==> config.mk <==
export PLATFORM = sky130hd
export DESIGN_NAME = chan_fill
export DESIGN_NICKNAME = d
export VERILOG_FILES = /design/src/logic/pkt_pkg.sv /design/src/logic/chan_fill.sv
export SDC_FILE = /design/constraint.sdc
export NUM_CORES = 1
export LEC_CHECK = 0
export BUFFER_PORTS_ARGS = -buffer_cell sky130_fd_sc_hd__clkbuf_2
export CAP_MARGIN = 20
export CORE_AREA = 2 2 39 41
export CTS_BUF_LIST = sky130_fd_sc_hd__clkbuf_4
export CTS_CLUSTER_DIAMETER = 120
export DETAILED_ROUTE_END_ITERATION = 8
export DIE_AREA = 0 0 41 43
export PLACE_DENSITY = 0.58
export SYNTH_ARGS = -nofsm -noshare
export SYNTH_HDL_FRONTEND = slang
export SYNTH_SLANG_ARGS = --single-unit
==> constraint.sdc <==
create_clock -name clk -period 3.3 [get_ports clk]
set_input_delay 0 -clock clk [delete_from_list [all_inputs] [get_ports clk]]
set_output_delay 0 -clock clk [all_outputs]
set_load 0.01 [all_outputs]
==> src/logic/pkt_pkg.sv <==
`default_nettype none

package pkt_pkg;

    // channel caches, one byte per channel in every row
    localparam int NUM_CHAN = 8;
    localparam int CACHE_AW = 6;

    // output packet buffer
    localparam int OUT_AW = 10;

    // packet type codes, sent as the low nibble of the header byte
    localparam logic [3:0] BAG_STAT = 4'h1;
    localparam logic [3:0] BAG_DATA = 4'h5;

    localparam int NUM_PKTS = 8;
    localparam int ROWS_PER_PKT = 8;

    // header plus six status bytes
    localparam int STAT_LEN = 7;
    // header, index byte and 64 row bytes
    localparam int DATA_LEN = 2 + ROWS_PER_PKT * NUM_CHAN;
    localparam int RUN_LEN = STAT_LEN + NUM_PKTS * DATA_LEN;

    // apb register map
    localparam int APB_AW = 13;
    localparam logic [APB_AW-1:0] REG_CTRL = 13'h000;
    localparam logic [APB_AW-1:0] REG_STATUS = 13'h004;
    localparam logic [APB_AW-1:0] REG_STAT_LO = 13'h008;
    localparam logic [APB_AW-1:0] REG_STAT_HI = 13'h00C;
    localparam logic [APB_AW-1:0] REG_LEN = 13'h010;
    // byte i of the output buffer sits at BUF_BASE + 4*i
    localparam logic [APB_AW-1:0] BUF_BASE = 13'h1000;

endpackage

`default_nettype wire

==> src/logic/chan_fill.sv <==
`timescale 1ns/1ps
`default_nettype none

module chan_fill import pkt_pkg::*; #(
    parameter int CHAN = 0
) (
    input  wire                 clk,
    input  wire                 rst,
    input  wire                 fill_go,
    output logic                fill_done,
    output logic                wr_en,
    output logic [CACHE_AW-1:0] wr_addr,
    output logic [7:0]          wr_data
);

    logic                active;
    logic [CACHE_AW-1:0] cnt;

    assign wr_en = active;
    assign wr_addr = cnt;
    // pattern is the address plus an odd per-channel bias
    assign wr_data = 8'(cnt) + 8'(2 * CHAN + 1);

    always_ff @(posedge clk or posedge rst) begin
        if (rst) begin
            active <= 1'b0;
            cnt <= '0;
            fill_done <= 1'b0;
        end else if (fill_go) begin
            active <= 1'b1;
            cnt <= '0;
            fill_done <= 1'b0;
        end else if (active) begin
            cnt <= cnt + 1'b1;
            // last address written this cycle
            if (&cnt) begin
                active <= 1'b0;
                fill_done <= 1'b1;
            end
        end
    end

endmodule

`default_nettype wire

---- After elaboration in Yosys (flattened, before gate mapping) ----
Cells that the tools add are included.
storage, ports and cells
  flip-flop bits (word level) ............. 8
  input port bits ......................... 3
  output and inout port bits .............. 16
  logic and storage cells ................. 17
operators by class
  add/sub/neg operators ................... 2
  multiplexer cells ....................... 8
  reductions and logical operators ........ 4
operator list
  operator                                      number
  2-to-1 mux 6 bit                              2
  adder 6 x 1 -> 7 bit (second input constant)  1
  adder 6 x 1 -> 6 bit (second input constant)  1
  2-to-1 mux 1 bit                              6
  AND reduction 6 bit                           1
  nonzero test 2 bit                            2
  AND reduction 2 bit                           1

---- Logic depth before layout (Yosys ltp) ----
Gate-level depths: netlist of run 1.
  depth after elaboration ................. 4
  gate-level depth with buffers ........... 4
  gate-level depth less buffers ........... 4

---- Worst setup path after synthesis of run 1 ----
OpenSTA, ideal clock, no wires.
  kind .................................... flip-flop to flip-flop
  start point ............................. reg cnt[0] (netlist: wr_addr[0])
  end point ............................... reg fill_done
  setup time .............................. 0.119 ns
  data arrival time ....................... 1.073 ns
  data required time ...................... 3.181 ns
  setup slack ............................. 2.108 ns
  cell stages (with the launch flop) ...... 5
  clock period less this slack ............ 1.192 ns
  cell sequence ........................... dfrtp_1 ha_1 nand3_1 nor2_1 o21ba_2
on the way
  cells in the longest elaborated chain, start to end .. 3
RTL lines
  what                                  line             RTL
  start, declared                       chan_fill.sv:17  logic [CACHE_AW-1:0] cnt;
  start signal, assigned                chan_fill.sv:34  cnt <= cnt + 1'b1;
  AND reduction 6 bit                   chan_fill.sv:36  if (&cnt) begin
  nonzero test 2 bit (no source line)   --
  AND reduction 2 bit (no source line)  --
  end signal, assigned                  chan_fill.sv:28  fill_done <= 1'b0;
  end signal, assigned                  chan_fill.sv:32  fill_done <= 1'b0;
  end signal, assigned                  chan_fill.sv:38  fill_done <= 1'b1;
  end, declared                         chan_fill.sv:10  output logic fill_done,
No other way between the ends.
A chain may end at the register's enable or synchronous reset.

---- Worst setup path in the final report of run 1 ----
  start point ............................. reg cnt[0] (netlist: wr_addr[0])
  end point ............................... out wr_data[4]
on the way
  cells in the longest elaborated chain, start to end .. 1
RTL lines
  what                  line             RTL
  adder 6 x 1 -> 7 bit  chan_fill.sv:22  assign wr_data = 8'(cnt) + 8'(2 * CHAN + 1);
  end, declared         chan_fill.sv:13  output logic [7:0] wr_data
No other way between the ends.

==> results.toml, run 1 <==
[clocking]
clk_pin_slew_ns = 0.05
cts_tree = "yes"
cts.path.max_buffers = 2
cts_root_buf = "clkbuf_4"
cts_sinks = 8
cts_resized = 0
clock_latency_ns = 0.25
htree_levels = 1
numCtsBuffers = 3

[timing]
fin_crit_sh_pct = 41.90
hold_viol = 0
fin_tns_setup_ns = 0
setup_viol = 0
clock_skew_ns = 0.004292
fin_hold_ws_ns = 0.01428
slew_violations = 0
fin_crit_ns = 1.383
fmax_mhz = 723.1
rsz0062_at_grt = "false"

[yosys]
yosys_warnings = 0
synth_top_area_share_pct = 44.32
synth_top_family_by_area = "simple AND/OR/NAND/NOR gates"
syn_nets = 51
synthDistinctLibCells = 18
synth-seq-area-share_pct = 44.32
syn-instance-count = 47
synth_compound_area_share_pct = 5.540
synth_xor_area_share_pct = 15.51
yosys.area_share.simple_pct = 20.50
synthAdderAreaFrac_pct = 2.770
synthTopCellsByArea = "dfrtp_1, xor2_1, buf_4"
synth.largest_area_cell = "dfrtp_1"
yosys_register_bits = 8
syn_avg_cell_area_sq_um = 9.610
syn_area_sq_um = 451.7
synth.area.mux_share_pct = 2.216

[critical_path]
critPathLaunch = "wr_addr[0]"
slowest_stage = "dfrtp_1"
path_depth = 4
critPathCapture = "wr_data[4]"
reg2reg_depth = 4
end_kind = "output pin"
cp_top_family = "flip-flops"
worstPathMaxFanout = 6
crit_buf_inv = 1
required_ns = 3.30
crit_arrival_ns = 1.38
r2r_start = "wr_addr[0]"
r2r_end = "wr_en"
crit_chain = "ha_1 -> nand3_1 -> xnor2_1 -> clkbuf_2"
slowest_delay_ns = 0.44
crit_type = "flip-flop to output pin"
r2r_setup_slack_ns = 2.06
start_kind = "flip-flop"

[finish]
final_area_sq_um = 559.3
layout_commonest_cell = "clkbuf_2"
final_core_util_pct = 40.42
diodes = 0
syn_to_final_growth_pct = 23.82
layout.nets = 70
final_cell_mix = "clkbuf_2, nor2_1, dfrtp_1"
layout-drive-gt1-share_pct = 35.94
fill_cells = 142

[detailed_routing]
vias_per_cell = 4.700
ant_nets = 0
drtIter0Drc = 3
num_vias = 376
drt_wl_total_um = 920
dr.pass1.iters = 4
drcViolationCount = 0
avgRoutedWirePerCell_um = 11.50

[die]
rows = 14
die_y_um = 43
io_pins = 19
die_w_um = 41
dieArea_sq_um = 1763
start_util_pct = 32.64
core_area_sq_um = 1384

[grt]
grt_pass1_vias = 320
grt_max_degree = 9
grt-ovfl-total = 0
track_usage_pct = 12.89
antenna_found_initial = 0
grt_pass1_wl_mm = 1.435

[pwr]
power_frac_comb_pct = 13.6
seqPwrFrac_pct = 51.7
power_density_nw_per_um2 = 370.1
ir_drop_v = 0.0001832
internal_power_mw = 0.1546
clockPowerShare_pct = 34.7
p_leak_nw = 0.2857
switchingPower_mw = 0.05237
switching_share_pct = 25.30

[place]
hpwlAfterDp_um = 697.3
routabilityCongestion = 0.7565
dpl_cell_area_sq_um = 526.8
numPortBuffers = 17

[status]
status = "finished clean"

[run]
maxCapViolCount = 0

[min_path]
hp-class = "input pin to flip-flop"
## layer usage
| metal | vias to the layer above | part of all wire [%] | track usage [%] |
|---|---|---|---|
| li1 | 183 | - | - |
| met1 | 178 | 44 | 16.00 |
| met2 | 13 | 48 | 17.19 |
| met3 | 2 | 5.5 | 3.141 |
| met4 | 0 | 2.1 | 12.00 |
| met5 | - | 0 | 0 |
## power groups by stage
stage	Combinational [mW]	Sequential, mW	Clock (mW)
3_5_place_dp	0.0276	0.109	0
4_1_cts	0.0286	0.107	0.0762
2_1_floorplan	0.0174	0.108	0
6_report	0.0282	0.107	0.0718
3_3_place_gp	0.0265	0.108	0
5_1_grt	0.0307	0.108	0.0815
## kinds of logic (layout without fill, tap and decap cells)
family | after synthesis | after routing
flops | 8 | 8
fa+ha+maj | 1 | 1
xor+xnor | 8 | 8
simple gates | 18 | 18
mux | 1 | 1
other cells | 1 | 1
compound gates | 4 | 4
buf+inv | 6 | 23
## worst register-to-register path: stages (launching register included)
cell	delay [ns]
dfrtp_1	0.44
ha_1	0.29
nand3_1	0.14
o21ai_0	0.19
nand2b_1	0.07
## cells in the mapped netlist, drive strengths merged
| master | n |
|---|---|
| a21oi | 1 |
| buf | 4 |
| conb | 1 |
| dfrtp | 8 |
| ha | 1 |
| inv | 2 |
| mux2i | 1 |
| nand2 | 2 |
| nand2b | 1 |
| nand3 | 4 |
| nand4 | 2 |
| nor2 | 8 |
| o21ai | 2 |
| o21ba | 1 |
| or3 | 1 |
| xnor2 | 3 |
| xor2 | 5 |
## metrics by stage
step | total power, mW | setup slack [ns] | std cells
final | 0.2070 | 1.917 | 80
after global routing | 0.2199 | 1.766 | 80
after CTS | 0.2117 | 1.896 | 80
after detailed placement | 0.1362 | 2.060 | 76
after global placement | 0.1347 | 2.102 | 76
after floorplan | 0.1253 | 2.108 | 47
## worst min path at each step
stage	cells after the start	startpoint	slack, ns	endpoint
after global routing	2	fill_go	0.01	wr_addr[5]
after floorplan	1	rst	-0.18	fill_done
after detailed placement	2	rst	-0.05	fill_done
after global placement	2	rst	-0.05	wr_addr[3]
after CTS	2	fill_go	0.002	wr_addr[5]
final	2	fill_go	0.01	wr_addr[5]
## registers in the layout (all words and copies together), names as in the netlist
| signal | flops |
|---|---|
| wr_addr | 6 |
| fill_done | 1 |
| wr_en | 1 |
## repair_timing
| item | CTS | global route |
|---|---|---|
| buffers inserted | 0 | 0 |
| hold buffers | 1 | 0 |
| endpoints found under the hold margin | 8 | 0 |
## layout make-up
| type | count | area [sq um] | area share [%] |
|---|---|---|---|
| sequential | 8 | 200.2 | 35.79 |
| multi-input combinational | 33 | 214.0 | 38.26 |
| timing repair buffer | 18 | 95.09 | 17.00 |
| inverter | 2 | 7.507 | 1.342 |
| clock buffer | 3 | 22.52 | 4.027 |
| tap | 16 | 20.02 | 3.579 |
Note: power is estimated with default switching activity, not from simulation.
==> run 2, diff against run 1 <==
Clock period 3.3 ns to 1.3 ns, I/O delays scaled along.
==> results.toml, run 2 (same netlist as run 1, synthesis figures left out) <==
[status]
status = "finished clean"

[timing]
slew_violations = 0
setup_ws_ns = 0.03287
rsz0062_at_grt = "true"
setup_viol = 0
hold_viol = 0
fin_tns_setup_ns = 0
clock_skew_ns = 0.004020
fin_crit_ns = 1.267
fin_hold_ws_ns = 0.01095
fmax_mhz = 789.2
fin_crit_sh_pct = 97.47

[detailed_routing]
dr.pass1.iters = 3
drt_wl_total_mm = 1.008
avgRoutedWirePerCell_um = 11.72
drtIter0Drc = 3
vias_per_cell = 4.826
drcViolationCount = 0
ant_nets = 0
num_vias = 415

[die]
dieArea_sq_um = 1763
rows = 14
die_y_um = 43
die_w_um = 41
core_area_sq_um = 1384
start_util_pct = 32.64
io_pins = 19

[grt]
use_met3_pct = 4.712
grt_max_degree = 9
use_met2_pct = 20.63
grt-ovfl-total = 0
track_usage_pct = 14.07
grt_pass1_wl_mm = 1.538
antenna_found_initial = 0
busiest_layer = "met2"
grt_pass1_vias = 351
grtUsageMet1_pct = 15.18

[finish]
stdcell_count = 86
layout.nets = 76
largest_reg_flops = 6
fill_cells = 139
final_cell_mix = "clkbuf_2, nor2_1, xor2_1, dfrtp_1, buf_4"
layout_commonest_cell = "clkbuf_2"
syn_to_final_growth_pct = 40.44
layout-drive-gt1-share_pct = 51.43
diodes = 0

[critical_path]
worstPathMaxFanout = 5
r2r_setup_slack_ns = 0.09
end_kind = "output pin"
crit_arrival_ns = 1.27
start_kind = "flip-flop"
required_ns = 1.30
crit_type = "flip-flop to output pin"

[pwr]
ir_drop_v = 0.0004866
p_leak_nw = 0.3146
totalPowerFinal_mw = 0.5515
power_density_nw_per_um2 = 869.3

[clocking]
cts.path.max_buffers = 2
clk_pin_slew_ns = 0.06
cts_tree = "yes"
htree_levels = 1
clock_latency_ns = 0.25
numCtsBuffers = 3
cts_root_buf = "clkbuf_4"
cts_sinks = 8

[place]
hpwlAfterDp_um = 719.5
routabilityCongestion = 0.7504
numPortBuffers = 17
place_ws_ns = 0.1255
dp_cells = 79

[min_path]
hp-class = "input pin to flip-flop"

[run]
maxCapViolCount = 0
[run 2: what timing repair did]
action | 4_1_cts | 5_1_grt
endpoints found under the hold margin | 8 | 0
setup endpoints to repair | 3 | 3
pin swaps | 0 | 3
hold buffers | 1 | 0
cloned | 0 | 0
buffers inserted | 0 | 3
gates resized for setup | 3 | 9
[run 2: path summary, 6_finish.rpt]
| path | cells past startpoint | endpoint | from |
|---|---|---|---|
| worst min register to register | 1 | fill_done | fill_done |
| worst max register to register | 4 | wr_addr[5] | wr_addr[3] |
| min in group asynchronous | 3 | wr_addr[0] | rst |
| worst min-delay path | 2 | wr_addr[4] | fill_go |
| max in group asynchronous | 3 | wr_addr[4] | rst |
| worst max-delay path | 4 | wr_data[2] | wr_addr[1] |
[run 2: routing by layer]
metal  vias to the layer above  share of wire (%)
li1                        197                  -
met1                       201                 40
met2                        13                 51
met3                         4                5.4
met4                         0                3.4
met5                         -                  0
[run 2: layout make-up]
cell class                      instances  area [sq um]  share of cell area, %
Clock buffer                            3         22.52                  3.550
Multi-Input combinational cell         33         236.5                  37.28
Inverter                                2         7.507                  1.183
Tap cell                               16         20.02                  3.156
Timing Repair Buffer                   24         143.9                  22.68
Sequential cell                         8         203.9                  32.15
[run 2: worst max-delay path, cell delays in order, from the launching register on]
cell	delay, ns
dfrtp_2	0.45
ha_4	0.19
buf_6	0.11
xor2_1	0.12
buf_2	0.13
[run 2: stage by stage]
step,utilization (%),cell area [sq um]
floorplan,-,451.7
global placement,39.69,549.3
detailed placement,39.69,549.3
CTS,43.04,595.6
global route,45.84,634.4
finish,45.84,634.4
[run 2: where the power goes]
group          total [mW]  internal [mW]  switching [mW]  leakage (nW)
logic              0.0896         0.0426          0.0470         0.202
clock network       0.191          0.106          0.0856        0.0138
registers           0.271          0.258          0.0129        0.0992
total               0.551          0.406           0.146         0.315
==> run 3, diff against run 2 <==
Settings changed: CTS_BUF_LIST sky130_fd_sc_hd__clkbuf_4 to sky130_fd_sc_hd__clkbuf_8, PLACE_DENSITY 0.58 to 0.6.
Clock period 1.3 ns to 1 ns, I/O delays scaled along.
==> results.toml, run 3 (same netlist as run 1, synthesis figures left out) <==
[status]
status = "complete, but fails checks"
violations = "negative setup slack"

[clocking]
cts.path.max_buffers = 2
htree_levels = 1
cts_sinks = 8
cts_root_buf = "clkbuf_8"
numCtsBuffers = 3
clk_pin_slew_ns = 0.04
cts_tree = "yes"
clock_latency_ns = 0.23

[finish]
layout.nets = 83
syn_to_final_growth_pct = 69.53
fill_cells = 126
multi_input_area_sq_um = 261.5
stdcell_count = 94
final_cell_mix = "clkbuf_2, buf_6, nor2_1, buf_4"
largest_reg_flops = 6
regArea_sq_um = 203.9
layout_commonest_cell = "clkbuf_2"
diodes = 0
final_core_util_pct = 55.33
layout-drive-gt1-share_pct = 58.97

[detailed_routing]
drtIter0Drc = 3
ant_nets = 0
vias_per_cell = 4.489
avgRoutedWirePerCell_um = 11.49
drt_wl_total_mm = 1.080
drcViolationCount = 0
dr.pass1.iters = 4
num_vias = 422

[grt]
track_usage_pct = 14.93
grt_pass1_wl_mm = 1.676
grt_pass1_vias = 385
grt_max_degree = 9
antenna_found_initial = 0
grt-ovfl-total = 0

[min_path]
hp-class = "input pin to flip-flop"

[die]
rows = 14
io_pins = 19
start_util_pct = 32.64
core_area_sq_um = 1384
die_w_um = 41
die_y_um = 43
dieArea_sq_um = 1763

[timing]
clock_skew_ns = 0.001816
hold_viol = 0
rsz0062_at_grt = "true"
fin_crit_ns = 1.203
setup_viol = 16
setup_ws_ns = -0.2027
fmax_mhz = 831.4
fin_crit_sh_pct = 120.3
fin_hold_ws_ns = 0.04170
slew_violations = 0

[critical_path]
worstPathMaxFanout = 5
end_kind = "output pin"
start_kind = "flip-flop"
crit_arrival_ns = 1.20
required_ns = 1.00
crit_type = "flip-flop to output pin"

[pwr]
power_density_nw_per_um2 = 1205
totalPowerFinal_mw = 0.9227
ir_drop_v = 0.0008044
p_leak_nw = 0.3900

[place]
hpwlAfterDp_um = 775.4
routabilityCongestion = 0.6899
numPortBuffers = 17
dp_cells = 85

[run]
maxCapViolCount = 0
run 3: changes by cell type in the layout (fill, tap and decap cells not counted), moves of 2 or more:
cell / before / now
buf_6: 1 / 8
clkbuf_2: 14 / 10
clkbuf_4: 3 / 0
clkbuf_8: 0 / 3
buf_2: 3 / 5
buf_4: 5 / 7
xnor2_1: 3 / 1
xnor2_2: 0 / 2
run 3: report_power, final:
group	internal [mW]	switching [mW]
clock	0.267	0.139
combinational	0.0921	0.0712
sequential	0.336	0.0171
total	0.695	0.227
run 3: final cells by class:
class / count / share of cell area (%)
timing repair buffer: 31 / 29.74
clock inverter: 1 / 0.4902
clock buffer: 3 / 5.392
multi-input combinational: 33 / 34.15
tap: 16 / 2.614
inverter: 2 / 0.9804
sequential: 8 / 26.63
run 3: worst paths after layout:
kind / startpoint / to / slack, ns / depth (start not counted)
max: wr_addr[1] / wr_data[6] / -0.20 / 4
min: fill_go / wr_addr[2] / 0.04 / 2
max reg2reg: wr_addr[1] / fill_done / -0.14 / 4
min reg2reg: fill_done / fill_done / 0.53 / 1
max in group asynchronous: rst / wr_en / 0.49 / 3
min in group asynchronous: rst / wr_addr[3] / 0.24 / 3
run 3: critical path, stage by stage, from the launching register on:
cell and delay (ns):
dfrtp_2 0.42, ha_4 0.19, nand3_1 0.12, nor2_1 0.11, clkbuf_2 0.14
run 3: layer usage:
layer / GRT usage (%) / vias to the layer above / share of wire (%)
met2: 21.88 / 14 / 48
met4: 4.000 / 0 / 0
met5: 0 / - / 0
met3: 9.424 / 0 / 7.0
li1: - / 212 / -
met1: 17.65 / 196 / 45
run 3: stage by stage:
step,setup WS [ns],instance area (sq um),TNS [ns]
floorplan,-0.1215,484.2,-0.3548
global placement,-0.06750,619.3,-0.1880
detailed placement,-0.1245,619.3,-0.3521
CTS,-0.1990,700.7,-1.368
global route,-0.2825,765.7,-2.523
finish,-0.2027,765.7,-1.533
run 3: timing repair:
action,4_1_cts,5_1_grt
pin swaps,3,9
hold buffers,1,0
gates resized for setup,5,17
setup endpoints to repair,13,15
hold endpoints to repair,8,0
setup buffers,1,3
gates cloned,0,0
